## config.mk

```make
export PLATFORM = sky130hd
export DESIGN_NAME = fetch_align_top
export DESIGN_NICKNAME = d
export VERILOG_FILES = /design/src/design/riscv_instr_pkg.sv /design/src/design/fetch_cfg_pkg.sv /design/src/design/fetch_word_if.sv /design/src/design/aligned_instr_if.sv /design/src/design/fetch_fifo.sv /design/src/design/instr_aligner.sv /design/src/design/compressed_expander.sv /design/src/design/fetch_align_top.sv
export SDC_FILE = /design/constraint.sdc
export NUM_CORES = 1
export LEC_CHECK = 0
export ABC_AREA = 1
export ABC_CLOCK_PERIOD_IN_PS = 2960
export BUFFER_PORTS_ARGS = -buffer_cell sky130_fd_sc_hd__buf_2
export CAP_MARGIN = 20
export CORE_MARGIN = 1.5
export CORE_UTILIZATION = 50
export CTS_CLUSTER_SIZE = 24
export DETAILED_ROUTE_END_ITERATION = 10
export MAX_ROUTING_LAYER = met4
export PLACE_DENSITY = 0.68
export REMOVE_ABC_BUFFERS = 1
export SYNTH_ARGS = -nofsm -noshare
export SYNTH_HDL_FRONTEND = slang
export SYNTH_SLANG_ARGS = --single-unit
export TNS_END_PERCENT = 50
```

## constraint.sdc

```tcl
create_clock -name clk -period 2.96 [get_ports clk]
set_input_delay 0.296 -clock clk [delete_from_list [all_inputs] [get_ports clk]]
set_output_delay 0.296 -clock clk [all_outputs]
set_load 0.03 [all_outputs]
```

## src/design/riscv_instr_pkg.sv

```systemverilog
package riscv_instr_pkg;

  ////////////////////////////////////////
  // Instruction word
  ////////////////////////////////////////

  localparam int INSTR_W = 32;

  typedef logic [INSTR_W-1:0] instr_t;

  // Halfword walk states of the aligner
  typedef enum logic [1:0] {
    ALIGNED32,
    ALIGNED16,
    MISALIGNED32,
    MISALIGNED16
  } align_state_e;

  ////////////////////////////////////////
  // Base ISA opcodes
  ////////////////////////////////////////

  localparam logic [6:0] OPC_OP_IMM = 7'b0010011;
  localparam logic [6:0] OPC_LOAD   = 7'b0000011;
  localparam logic [6:0] OPC_STORE  = 7'b0100011;
  localparam logic [6:0] OPC_JAL    = 7'b1101111;
  localparam logic [6:0] OPC_OP     = 7'b0110011;

  // funct3 of the expanded forms
  localparam logic [2:0] F3_ADD  = 3'b000;
  localparam logic [2:0] F3_WORD = 3'b010;

  ////////////////////////////////////////
  // Compressed encoding
  ////////////////////////////////////////

  // Quadrant in bits [1:0]
  // 2'b11 marks a full-width instruction
  localparam logic [1:0] C_Q0         = 2'b00;
  localparam logic [1:0] C_Q1         = 2'b01;
  localparam logic [1:0] C_Q2         = 2'b10;
  localparam logic [1:0] C_FULL_WIDTH = 2'b11;

  // funct3 sits in bits [15:13]
  // Its meaning depends on the quadrant
  localparam logic [2:0] C3_ADDI   = 3'b000;
  localparam logic [2:0] C3_LI     = 3'b010;
  localparam logic [2:0] C3_J      = 3'b101;
  localparam logic [2:0] C3_LW     = 3'b010;
  localparam logic [2:0] C3_SW     = 3'b110;
  localparam logic [2:0] C3_MV_ADD = 3'b100;

  // Upper register bits of the 3-bit x8..x15 fields
  localparam logic [1:0] C_REG_PREFIX = 2'b01;

endpackage

```

## src/design/fetch_cfg_pkg.sv

```systemverilog
package fetch_cfg_pkg;

  ////////////////////////////////////////
  // Fetch buffer geometry
  ////////////////////////////////////////

  // Producer must never strobe more than this many unconsumed words
  localparam int FETCH_DEPTH = 4;
  localparam int FETCH_PTR_W = $clog2(FETCH_DEPTH);

  ////////////////////////////////////////
  // Program counter
  ////////////////////////////////////////

  localparam int PC_W = 32;

  typedef logic [PC_W-1:0] pc_t;

endpackage

```

## src/design/fetch_word_if.sv

```systemverilog
`timescale 1ns/1ps

interface fetch_word_if;
  import riscv_instr_pkg::*;

  // Head of the fetch buffer
  logic   word_valid;
  instr_t word;
  // Consume head at the next edge
  logic   word_pop;
  // Restart request from the top level
  logic   flush;

  modport producer (
    output word_valid,
    output word,
    input  word_pop,
    input  flush
  );

  modport consumer (
    input  word_valid,
    input  word,
    output word_pop,
    input  flush
  );

endinterface

```

## src/design/aligned_instr_if.sv

```systemverilog
`timescale 1ns/1ps

interface aligned_instr_if;
  import riscv_instr_pkg::*;
  import fetch_cfg_pkg::*;

  // One strobe per instruction with no ready
  logic   valid;
  // Upper half is zero for compressed instructions
  instr_t instr;
  logic   compressed;
  pc_t    pc;

  modport producer (
    output valid,
    output instr,
    output compressed,
    output pc
  );

  modport consumer (
    input  valid,
    input  instr,
    input  compressed,
    input  pc
  );

endinterface

```

## src/design/fetch_fifo.sv

```systemverilog
`timescale 1ns/1ps

module fetch_fifo (
  input  logic                     clk,
  input  logic                     rst_n,
  input  logic                     fetch_valid_i,
  input  riscv_instr_pkg::instr_t  fetch_data_i,
  output logic                     overflow_o,
  fetch_word_if.producer           fw
);
  import riscv_instr_pkg::*;
  import fetch_cfg_pkg::*;

  // Word storage
  instr_t mem_q [FETCH_DEPTH];

  logic [FETCH_PTR_W-1:0] wr_ptr_q;
  logic [FETCH_PTR_W-1:0] rd_ptr_q;
  // One extra bit to tell full from empty
  logic [FETCH_PTR_W:0]   count_q;
  logic                   overflow_q;

  logic full;
  logic empty;
  logic push;
  logic pop;

  assign full  = (count_q == (FETCH_PTR_W+1)'(FETCH_DEPTH));
  assign empty = (count_q == '0);

  // Strobe into a full buffer is lost
  assign push = fetch_valid_i & ~full;
  // Pop only meaningful with a head present
  assign pop  = fw.word_pop & ~empty;

  ////////////////////////////////////////
  // Pointers, occupancy, overflow flag
  ////////////////////////////////////////

  always_ff @(posedge clk or negedge rst_n) begin
    if (!rst_n) begin
      wr_ptr_q   <= '0;
      rd_ptr_q   <= '0;
      count_q    <= '0;
      overflow_q <= 1'b0;
    end else if (fw.flush) begin
      // Everything pending is dropped on restart
      wr_ptr_q   <= '0;
      rd_ptr_q   <= '0;
      count_q    <= '0;
      overflow_q <= 1'b0;
    end else begin
      if (push) begin
        wr_ptr_q <= wr_ptr_q + 1'b1;
      end
      if (pop) begin
        rd_ptr_q <= rd_ptr_q + 1'b1;
      end
      case ({push, pop})
        2'b10:   count_q <= count_q + (FETCH_PTR_W+1)'(1);
        2'b01:   count_q <= count_q - (FETCH_PTR_W+1)'(1);
        default: count_q <= count_q;
      endcase
      // Sticky until the next flush
      if (fetch_valid_i && full) begin
        overflow_q <= 1'b1;
      end
    end
  end

  // Write port
  always_ff @(posedge clk) begin
    if (push && !fw.flush) begin
      mem_q[wr_ptr_q] <= fetch_data_i;
    end
  end

  // Head is visible the cycle after its strobe
  assign fw.word_valid = ~empty;
  assign fw.word       = mem_q[rd_ptr_q];
  assign overflow_o    = overflow_q;

endmodule

```

## src/design/instr_aligner.sv

```systemverilog
`timescale 1ns/1ps

module instr_aligner (
  input  logic                 clk,
  input  logic                 rst_n,
  input  fetch_cfg_pkg::pc_t   flush_pc_i,
  fetch_word_if.consumer       fw,
  aligned_instr_if.producer    ai
);
  import riscv_instr_pkg::*;
  import fetch_cfg_pkg::*;

  align_state_e state_q;
  align_state_e state_d;
  // Upper half of the last popped word
  logic [15:0]  residue_q;
  pc_t          pc_q;

  logic   emit;
  logic   pop;
  logic   out_compressed;
  instr_t out_instr;

  ////////////////////////////////////////
  // Next instruction selection
  ////////////////////////////////////////

  always_comb begin
    state_d        = state_q;
    emit           = 1'b0;
    pop            = 1'b0;
    out_compressed = 1'b0;
    out_instr      = '0;

    case (state_q)
      // Next instruction starts at the head word's low half
      ALIGNED32, MISALIGNED16: begin
        if (fw.word_valid) begin
          emit = 1'b1;
          pop  = 1'b1;
          if (fw.word[1:0] == C_FULL_WIDTH) begin
            // Whole word is one instruction
            out_instr = fw.word;
            state_d   = ALIGNED32;
          end else begin
            // Low half compressed and upper half kept as residue
            out_instr      = {16'b0, fw.word[15:0]};
            out_compressed = 1'b1;
            state_d        = ALIGNED16;
          end
        end
      end

      // Next instruction starts in the residue
      ALIGNED16, MISALIGNED32: begin
        if (residue_q[1:0] == C_FULL_WIDTH) begin
          // Straddling instruction needs the low half of the head
          if (fw.word_valid) begin
            emit      = 1'b1;
            pop       = 1'b1;
            out_instr = {fw.word[15:0], residue_q};
            state_d   = MISALIGNED32;
          end
        end else begin
          // Compressed residue goes out on its own while the head stays put
          emit           = 1'b1;
          out_instr      = {16'b0, residue_q};
          out_compressed = 1'b1;
          state_d        = MISALIGNED16;
        end
      end

      default: begin
        state_d = ALIGNED32;
      end
    endcase
  end

  ////////////////////////////////////////
  // State, residue and PC
  ////////////////////////////////////////

  always_ff @(posedge clk or negedge rst_n) begin
    if (!rst_n) begin
      state_q   <= ALIGNED32;
      residue_q <= '0;
      pc_q      <= '0;
    end else if (fw.flush) begin
      // Restart at a word-aligned target
      state_q   <= ALIGNED32;
      residue_q <= '0;
      pc_q      <= flush_pc_i;
    end else if (emit) begin
      state_q <= state_d;
      pc_q    <= out_compressed ? pc_q + PC_W'(2) : pc_q + PC_W'(4);
      // Every pop leaves the popped word's upper half behind
      if (pop) begin
        residue_q <= fw.word[31:16];
      end
    end
  end

  // Nothing leaves or is consumed in a flush cycle
  assign fw.word_pop   = pop & ~fw.flush;
  assign ai.valid      = emit & ~fw.flush;
  assign ai.instr      = out_instr;
  assign ai.compressed = out_compressed;
  assign ai.pc         = pc_q;

endmodule

```

## src/design/compressed_expander.sv

```systemverilog
`timescale 1ns/1ps

module compressed_expander (
  input  logic                     clk,
  input  logic                     rst_n,
  aligned_instr_if.consumer        ai,
  output logic                     instr_valid_o,
  output riscv_instr_pkg::instr_t  instr_o,
  output fetch_cfg_pkg::pc_t       pc_o,
  output logic                     compressed_o,
  output logic                     illegal_o
);
  import riscv_instr_pkg::*;
  import fetch_cfg_pkg::*;

  // Raw compressed halfword and its fields
  logic [15:0] c;
  logic [2:0]  c_funct3;
  logic [1:0]  c_quad;

  instr_t exp_instr;
  logic   exp_illegal;

  logic   valid_q;
  instr_t instr_q;
  pc_t    pc_q;
  logic   compressed_q;
  logic   illegal_q;

  assign c        = ai.instr[15:0];
  assign c_funct3 = c[15:13];
  assign c_quad   = c[1:0];

  ////////////////////////////////////////
  // RVC expansion
  ////////////////////////////////////////

  always_comb begin
    // Full-width words and unknown forms pass unchanged
    exp_instr   = ai.instr;
    exp_illegal = 1'b0;

    if (ai.compressed) begin
      exp_illegal = 1'b1;
      case (c_quad)
        C_Q0: begin
          if (c_funct3 == C3_LW) begin
            // lw rd', uimm(rs1') with the offset scaled by 4
            exp_instr   = {5'b0, c[5], c[12:10], c[6], 2'b00,
                           C_REG_PREFIX, c[9:7], F3_WORD,
                           C_REG_PREFIX, c[4:2], OPC_LOAD};
            exp_illegal = 1'b0;
          end else if (c_funct3 == C3_SW) begin
            // sw rs2', uimm(rs1') with the immediate split S-type style
            exp_instr   = {5'b0, c[5], c[12],
                           C_REG_PREFIX, c[4:2], C_REG_PREFIX, c[9:7], F3_WORD,
                           c[11:10], c[6], 2'b00, OPC_STORE};
            exp_illegal = 1'b0;
          end
        end

        C_Q1: begin
          if (c_funct3 == C3_ADDI) begin
            // addi rd, rd, imm
            // rd of x0 gives the NOP
            exp_instr   = {{7{c[12]}}, c[6:2], c[11:7], F3_ADD, c[11:7], OPC_OP_IMM};
            exp_illegal = 1'b0;
          end else if (c_funct3 == C3_LI) begin
            // addi rd, x0, imm
            exp_instr   = {{7{c[12]}}, c[6:2], 5'd0, F3_ADD, c[11:7], OPC_OP_IMM};
            exp_illegal = 1'b0;
          end else if (c_funct3 == C3_J) begin
            // jal x0, offset
            // Offset bits are scrambled as [11|4|9:8|10|6|7|3:1|5]
            exp_instr   = {c[12], c[8], c[10:9], c[6], c[7], c[2], c[11], c[5:3],
                           c[12], {8{c[12]}}, 5'd0, OPC_JAL};
            exp_illegal = 1'b0;
          end
        end

        C_Q2: begin
          // rs2 of x0 belongs to C.JR and C.JALR which are not covered here
          if (c_funct3 == C3_MV_ADD && c[6:2] != 5'd0) begin
            if (c[12]) begin
              // add rd, rd, rs2
              exp_instr = {7'b0, c[6:2], c[11:7], F3_ADD, c[11:7], OPC_OP};
            end else begin
              // add rd, x0, rs2
              exp_instr = {7'b0, c[6:2], 5'd0, F3_ADD, c[11:7], OPC_OP};
            end
            exp_illegal = 1'b0;
          end
        end

        default: begin
          exp_illegal = 1'b1;
        end
      endcase
    end
  end

  ////////////////////////////////////////
  // Output register
  ////////////////////////////////////////

  // Aligner holds valid low in a flush cycle, so flush clears this too
  always_ff @(posedge clk or negedge rst_n) begin
    if (!rst_n) begin
      valid_q <= 1'b0;
    end else begin
      valid_q <= ai.valid;
    end
  end

  // Payload captured with each valid strobe
  always_ff @(posedge clk) begin
    if (ai.valid) begin
      instr_q      <= exp_instr;
      pc_q         <= ai.pc;
      compressed_q <= ai.compressed;
      illegal_q    <= exp_illegal;
    end
  end

  assign instr_valid_o = valid_q;
  assign instr_o       = instr_q;
  assign pc_o          = pc_q;
  assign compressed_o  = compressed_q;
  assign illegal_o     = illegal_q;

endmodule

```

## src/design/fetch_align_top.sv

```systemverilog
`timescale 1ns/1ps

module fetch_align_top (
  input  logic                     clk,
  input  logic                     rst_n,
  // Fetch side with one word per strobe
  input  logic                     fetch_valid_i,
  input  riscv_instr_pkg::instr_t  fetch_data_i,
  // Restart
  input  logic                     flush_i,
  input  fetch_cfg_pkg::pc_t       flush_pc_i,
  // Decoded instruction stream
  output logic                     instr_valid_o,
  output riscv_instr_pkg::instr_t  instr_o,
  output fetch_cfg_pkg::pc_t       pc_o,
  output logic                     compressed_o,
  output logic                     illegal_o,
  output logic                     overflow_o
);

  ////////////////////////////////////////
  // Internal buses
  ////////////////////////////////////////

  fetch_word_if    fw_bus ();
  aligned_instr_if ai_bus ();

  // Flush reaches buffer and aligner through the word bus
  assign fw_bus.flush = flush_i;

  ////////////////////////////////////////
  // Pipeline
  ////////////////////////////////////////

  fetch_fifo u_fetch_fifo (
    .clk           (clk),
    .rst_n         (rst_n),
    .fetch_valid_i (fetch_valid_i),
    .fetch_data_i  (fetch_data_i),
    .overflow_o    (overflow_o),
    .fw            (fw_bus.producer)
  );

  instr_aligner u_instr_aligner (
    .clk        (clk),
    .rst_n      (rst_n),
    .flush_pc_i (flush_pc_i),
    .fw         (fw_bus.consumer),
    .ai         (ai_bus.producer)
  );

  compressed_expander u_compressed_expander (
    .clk           (clk),
    .rst_n         (rst_n),
    .ai            (ai_bus.consumer),
    .instr_valid_o (instr_valid_o),
    .instr_o       (instr_o),
    .pc_o          (pc_o),
    .compressed_o  (compressed_o),
    .illegal_o     (illegal_o)
  );

endmodule

```

Yosys cells after proc, flatten, opt, wreduce, memory -nomap -nowiden
Memories as Yosys holds them, arrays and structs flattened.
Index checks and enable logic that the tools add are counted.
{ "totals": {"reg_bits": 125, "ramBits": 128, "input_bits": 68, "mem_count": 1} }
{ "mem_list": {"columns": ["memory", "depth", "width", "read_ports", "rd_clocked_by_memory_dff", "wr", "line", "text"], "rows": [
  ["u_fetch_fifo.mem_q", 4, 32, 1, 0, 1, "fetch_fifo.sv:15", "instr_t mem_q [FETCH_DEPTH];"]
]} }
{ "classes": {"n_mux": 53, "n_eq_ne": 16, "n_addsub": 6, "n_reduce_logical": 19, "bitwise_logic": 7} }
{ "ops": {"columns": ["op", "count"], "rows": [
  ["2-to-1 mux 32 bit", 14],
  ["one-hot mux 32 bit (3 select lines)", 1],
  ["one-hot mux 32 bit (2 select lines)", 1],
  ["2-to-1 mux 16 bit", 3],
  ["adder 32 x 2 -> 32 bit, second input constant", 1],
  ["adder 32 x 3 -> 32 bit, second input constant", 1],
  ["2-to-1 mux 20 bit", 1],
  ["2-to-1 mux 2 bit", 9],
  ["2-to-1 mux 1 bit", 17],
  ["equality test 2 bit, second input constant", 6],
  ["equality test 3 bit, second input constant", 4],
  ["nonzero test 2 bit", 5],
  ["equality test 2 x 1 -> 1 bit, second input constant", 3],
  ["zero test 3 bit", 2],
  ["one-hot mux 1 bit (2 select lines)", 3],
  ["one-hot mux 3 bit (2 select lines)", 1],
  ["nonzero test 5 bit", 1],
  ["adder 2 x 1 -> 2 bit, second input constant", 2],
  ["AND 1 bit", 4],
  ["zero test 2 bit", 2],
  ["!= test 4 bit, second input constant", 1],
  ["one-hot mux 2 bit (2 select lines)", 1],
  ["OR reduction 2 bit", 2],
  ["adder 3 x 1 -> 3 bit, second input constant", 1],
  ["other kinds (11)", 15]
]} }

Logic depth before layout (Yosys ltp)
An unclocked memory read counts as a cell.
{ "depth": {"word_depth": 11, "depth_mapped": 16, "ltp_nobuf": 15} }

Cells and area by module
Synthesis repeated with hierarchy kept, for this count alone.
{ "hier_totals": {"cells_unflattened": 1295, "hier_area_um2": 12374.4} }
{ "modules_own_cells": {"columns": ["module", "cells_per_inst", "instances", "area_per_inst_um2", "seq_area_each_um2"], "rows": [
  ["fetch_fifo", 378, 1, 5297.6, 4043.9],
  ["instr_aligner", 599, 1, 3937.5, 1251.2],
  ["compressed_expander", 318, 1, 3139.3, 2006.9]
]} }

Worst setup path before layout
Ideal clock, no wire load.
{ "synth_path": {"kind": "in2reg", "startpoint": "input port flush_i", "endpoint": "memory u_fetch_fifo.mem_q[0][0] (netlist name), enable pin", "t_arrival_ns": 2.338, "slack_ns": 0.201, "t_required_ns": 2.539, "n_path_buf": 2, "path_stages": 5, "setup_time_ns": 0.421, "cell_sequence": "clkbuf_1 inv_1 clkbuf_1 nand2_1 nor2_1"} }
{ "synth_between": {"elab_chain_len": 4} }
{ "synth_rtl": {"columns": ["item", "line", "text"], "rows": [
  ["from (decl)", "fetch_align_top.sv:10", "input logic flush_i,"],
  ["zero test 1 bit", "fetch_fifo.sv:73", "if (push && !fw.flush) begin"],
  ["logical AND 1 bit", "fetch_fifo.sv:73", null],
  ["2-to-1 mux 1 bit", "fetch_fifo.sv:73", null],
  ["2-to-1 mux 1 bit (implied by the code)", "fetch_fifo.sv:74", "mem_q[wr_ptr_q] <= fetch_data_i;"],
  ["to (decl)", "fetch_fifo.sv:15", null]
]} }
Every way passes these cells.

Final worst setup path
{ "layout_path": {"startpoint": "register u_fetch_fifo.rd_ptr_q[0]", "endpoint": "register u_compressed_expander.instr_q[13], in the netlist u_compressed_expander.instr_o[13], data pin"} }
{ "layout_between": {"elab_chain_len": 10} }
{ "layout_rtl": {"columns": ["item", "line", "text"], "rows": [
  ["from (decl)", "fetch_fifo.sv:18", "logic [FETCH_PTR_W-1:0] rd_ptr_q;"],
  ["from (signal assigned)", "fetch_fifo.sv:57", "rd_ptr_q <= rd_ptr_q + 1'b1;"],
  ["memory (4 x 32 bit) (*)", null, null],
  ["2-to-1 mux 32 bit", "instr_aligner.sv:41", "if (fw.word[1:0] == C_FULL_WIDTH) begin"],
  ["2-to-1 mux 32 bit", "instr_aligner.sv:38", "if (fw.word_valid) begin"],
  ["one-hot mux 32 bit (2 select lines)", "instr_aligner.sv:35", "case (state_q)"],
  ["equality test 3 bit", "compressed_expander.sv:72", "end else if (c_funct3 == C3_J) begin"],
  ["2-to-1 mux 32 bit", "compressed_expander.sv:72", null],
  ["2-to-1 mux 32 bit", "compressed_expander.sv:68", "end else if (c_funct3 == C3_LI) begin"],
  ["2-to-1 mux 32 bit", "compressed_expander.sv:63", "if (c_funct3 == C3_ADDI) begin"],
  ["one-hot mux 32 bit (3 select lines)", "compressed_expander.sv:45", "case (c_quad)"],
  ["2-to-1 mux 32 bit (*)", "compressed_expander.sv:43", "if (ai.compressed) begin"],
  ["net u_compressed_expander.exp_instr[13]", "compressed_expander.sv:21", "instr_t exp_instr;"],
  ["to (signal assigned)", "compressed_expander.sv:118", "instr_q <= exp_instr;"],
  ["to (decl)", "compressed_expander.sv:25", "instr_t instr_q;"]
]} }
The timed path passes the listed nets; every way through them passes the cells marked *.
A chain may end at the register's enable or synchronous reset.

==> metrics.cfg <==
[final_layout]
nets = 1577
diodes = 0
area_growth_pct = 19.9
fin_util_pct = 61.3
layout-drive-gt1-share_pct = 17.5

[synth]
yosysSeqAreaShare_pct = 58.6
synth_top_cell_by_area = edfxtp_1
synth_cell_types = 47
synth_top_cell_area_share_pct = 46.7
yosys-top-cells-area = edfxtp_1 (47%), nand2_1 (12%), dfrtp_1 (12%), inv_1 (3.6%), nand3_1 (3.6%)
synth.avg_cell_area_um2 = 9.49
synth_seq_cells = 253
ys_warn_count = 0
synth_cells = 1314
synth_area_um2 = 12500

[clock_tree]
cts_sinks = 253
cts_buffers = 26
insertion_delay_ns = 0.55
root_buffer = clkbuf_16
cts_resized = 0
clk_pin_slew_ns = 0.07
htree_num_levels = 1
cts_tree = yes
cts_buffer_depth = 3

[worst_setup_path]
cp_data_arrival_time_ns = 2.86
end_kind = flip-flop
cp_num_buf_inv = 2
r2r_slack_ns = 0.39
worstSetupPathType = flip-flop to flip-flop
crit_slowest_cell = dfrtp_2
path_cells = inv_1 > buf_12 > nand2_1 > nand3_1 > nand2_1 > nand2_1 > nand2_1 > nand2_8 > nand3_4 > nand2_1 > nand2_2 > nor3_1 > o21ai_0
cp_max_fo = 47
start_kind = flip-flop
cp_top_family = simple AND/OR/NAND/NOR gates
cpMostUsedCell = nand2_1
critPathRequiredTime_ns = 3.25
slowest_delay_ns = 0.41

[global_routing]
grt_max_degree = 68
antenna_found_initial = 0
overflow = 0
grt_pass1_wl_um = 51200
grt_usage_pct = 26.0
grt_pass1_vias = 9560

[hold_path]
min_path_type = primary input to flip-flop

[power]
p_leak_uw = 0.00632
total_power_uw = 17300
powerDensity_nw_per_um2 = 1160
ir_drop_uv = 761

[drt]
wirelength_um = 32200
first_pass_iters = 5
wire_per_inst_um = 17.4
postRouteAntennaNets = 0
vias = 9912
drc_errors = 0
via_per_inst = 5.37
drt_iter0_drc = 885

[sta]
min_period_over_period_pct = 86.9
fmax_mhz = 389
fin_skew_ns = 0.0131
worstMarginPinSlew_ns = 0.821
relSlewSlack_pct = 45.2
drv_slew = 0
setup-violations-final = 0
setup_ws_ns = 0.387
rsz0062_at_grt = no
setup_tns_ns = 0
finalHoldViolCount = 0
period_minus_slack_ns = 2.57

[floorplan]
num_rows = 57
die_w_um = 161
die-area_um2 = 25900
initial_core_util_pct = 51.1
core-area_um2 = 24400
ios = 136
die_h_um = 161

[job]
drv_cap = 0

[place]
port_buffers = 135
dp_hpwl_um = 22100
dp_slack_ns = 0.491
place_congestion = 0.985

[status]
status = complete, no violations

==> power by group <==
part | internal [µW] | leakage (µW) | switching, µW | total (µW)
Combinational | 2390 | 0.00331 | 5960 | 8350
Clock | 2160 | 0.000459 | 1370 | 3530
Sequential | 4970 | 0.00255 | 502 | 5470
Total | 9520 | 0.00632 | 7830 | 17300
==> synthesized netlist by cell type, drive strengths merged <==
cell type,number
a21oi,29
a22o,3
a22oi,6
a31oi,4
a32o,5
a32oi,2
buf,37
clkbuf,10
clkinv,1
dfrtp,59
edfxtp,194
fa,1
ha,6
inv,129
nand2,422
nand2b,1
nand3,92
nand3b,2
nand4,12
nor2,124
nor3,21
o211ai,27
o21ai,61
o21bai,4
o221ai,1
o22ai,12
o31ai,1
or2,7
xnor2,6
xor2,35
==> worst register-to-register path, cell delays in order (launching register included) <==
cell and delay [ns]:
dfrtp_2 0.41, inv_1 0.11, buf_12 0.23, nand2_1 0.13, nand3_1 0.09, nand2_1 0.09, nand2_1 0.13, nand2_1 0.16
nand2_8 0.16, nand3_4 0.19, nand2_1 0.18, nand2_2 0.12, nor3_1 0.20, o21ai_0 0.12
==> metal layers <==
| metal | share of wire, % | global-route usage (%) |
|---|---|---|
| met1 | 45 | 35.3 |
| met2 | 46 | 40.1 |
| met3 | 6.8 | 4.29 |
| met4 | 2.6 | 8.42 |
| met5 | 0 | - |
==> sequential cells by signal (all words and copies together), names as in the netlist <==
signal / flops
u_fetch_fifo.count_q: 3
u_fetch_fifo.wr_ptr_q: 2
u_instr_aligner.ai.pc: 32
u_compressed_expander.instr_o: 32
u_compressed_expander.pc_o: 32
u_fetch_fifo.overflow_o: 1
u_fetch_fifo.mem_q: 128
u_fetch_fifo.rd_ptr_q: 2
u_instr_aligner.state_q: 2
u_compressed_expander.instr_valid_o: 1
u_compressed_expander.compressed_o: 1
u_compressed_expander.illegal_o: 1
u_instr_aligner.residue_q: 16
==> layout by cell type (no fill, tap or decap), drive strengths merged, types with 7 or more instances in the layout <==
master	n
nand2	422
edfxtp	194
buf	162
inv	130
nor2	124
nand3	92
o21ai	61
dfrtp	59
dlygate4sd3	45
clkbuf	37
xor2	35
a21oi	29
o211ai	27
nor3	21
nand4	12
o22ai	12
or2	7
==> kinds of logic (layout without fill, tap and decap cells) <==
family	Yosys count	count (layout)	synth area share, %
xor+xnor	41	41	2.94
buf+inv	177	385	6.17
fa+ha+maj	7	7	0.763
compound gates	155	155	7.83
simple gates	681	681	23.7
flops	253	253	58.6
==> area by class of cell <==
type | count | area (µm²)
clock buffers | 37 | 773
clock inverters | 11 | 160
fillers | 2097 | 9440
inverters | 130 | 488
multi-input cells | 884 | 4410
flip-flops and latches | 253 | 7300
well taps | 324 | 405
repair buffers | 207 | 1400
==> through the flow <==
stage	area, µm²	instances	hold slack, ns
3_3_place_gp	13600	1753	0.432
6_report	14900	1846	0.00449
2_1_floorplan	12200	1267	0.000409
3_5_place_dp	13600	1753	0.440
5_1_grt	14900	1846	0.00719
4_1_cts	14900	1846	0.000848
==> path summary, 6_finish.rpt <==
path,from,end,cells past startpoint
hold reg to reg,u_instr_aligner.ai.pc[0],u_compressed_expander.pc_o[0],0
setup / recovery,u_fetch_fifo.rd_ptr_q[0],u_compressed_expander.instr_o[13],13
max in group asynchronous,rst_n,u_fetch_fifo.rd_ptr_q[0],3
hold / removal,flush_pc_i[9],u_instr_aligner.ai.pc[9],3
setup reg to reg,u_fetch_fifo.rd_ptr_q[0],u_compressed_expander.instr_o[13],13
min in group asynchronous,rst_n,u_instr_aligner.ai.pc[26],3
==> what timing repair did <==
action	in CTS	in global routing
endpoints found under the hold margin	199	0
hold buffers	45	0
buffers inserted	0	0
No activity file was read; power rests on OpenSTA's default activity.
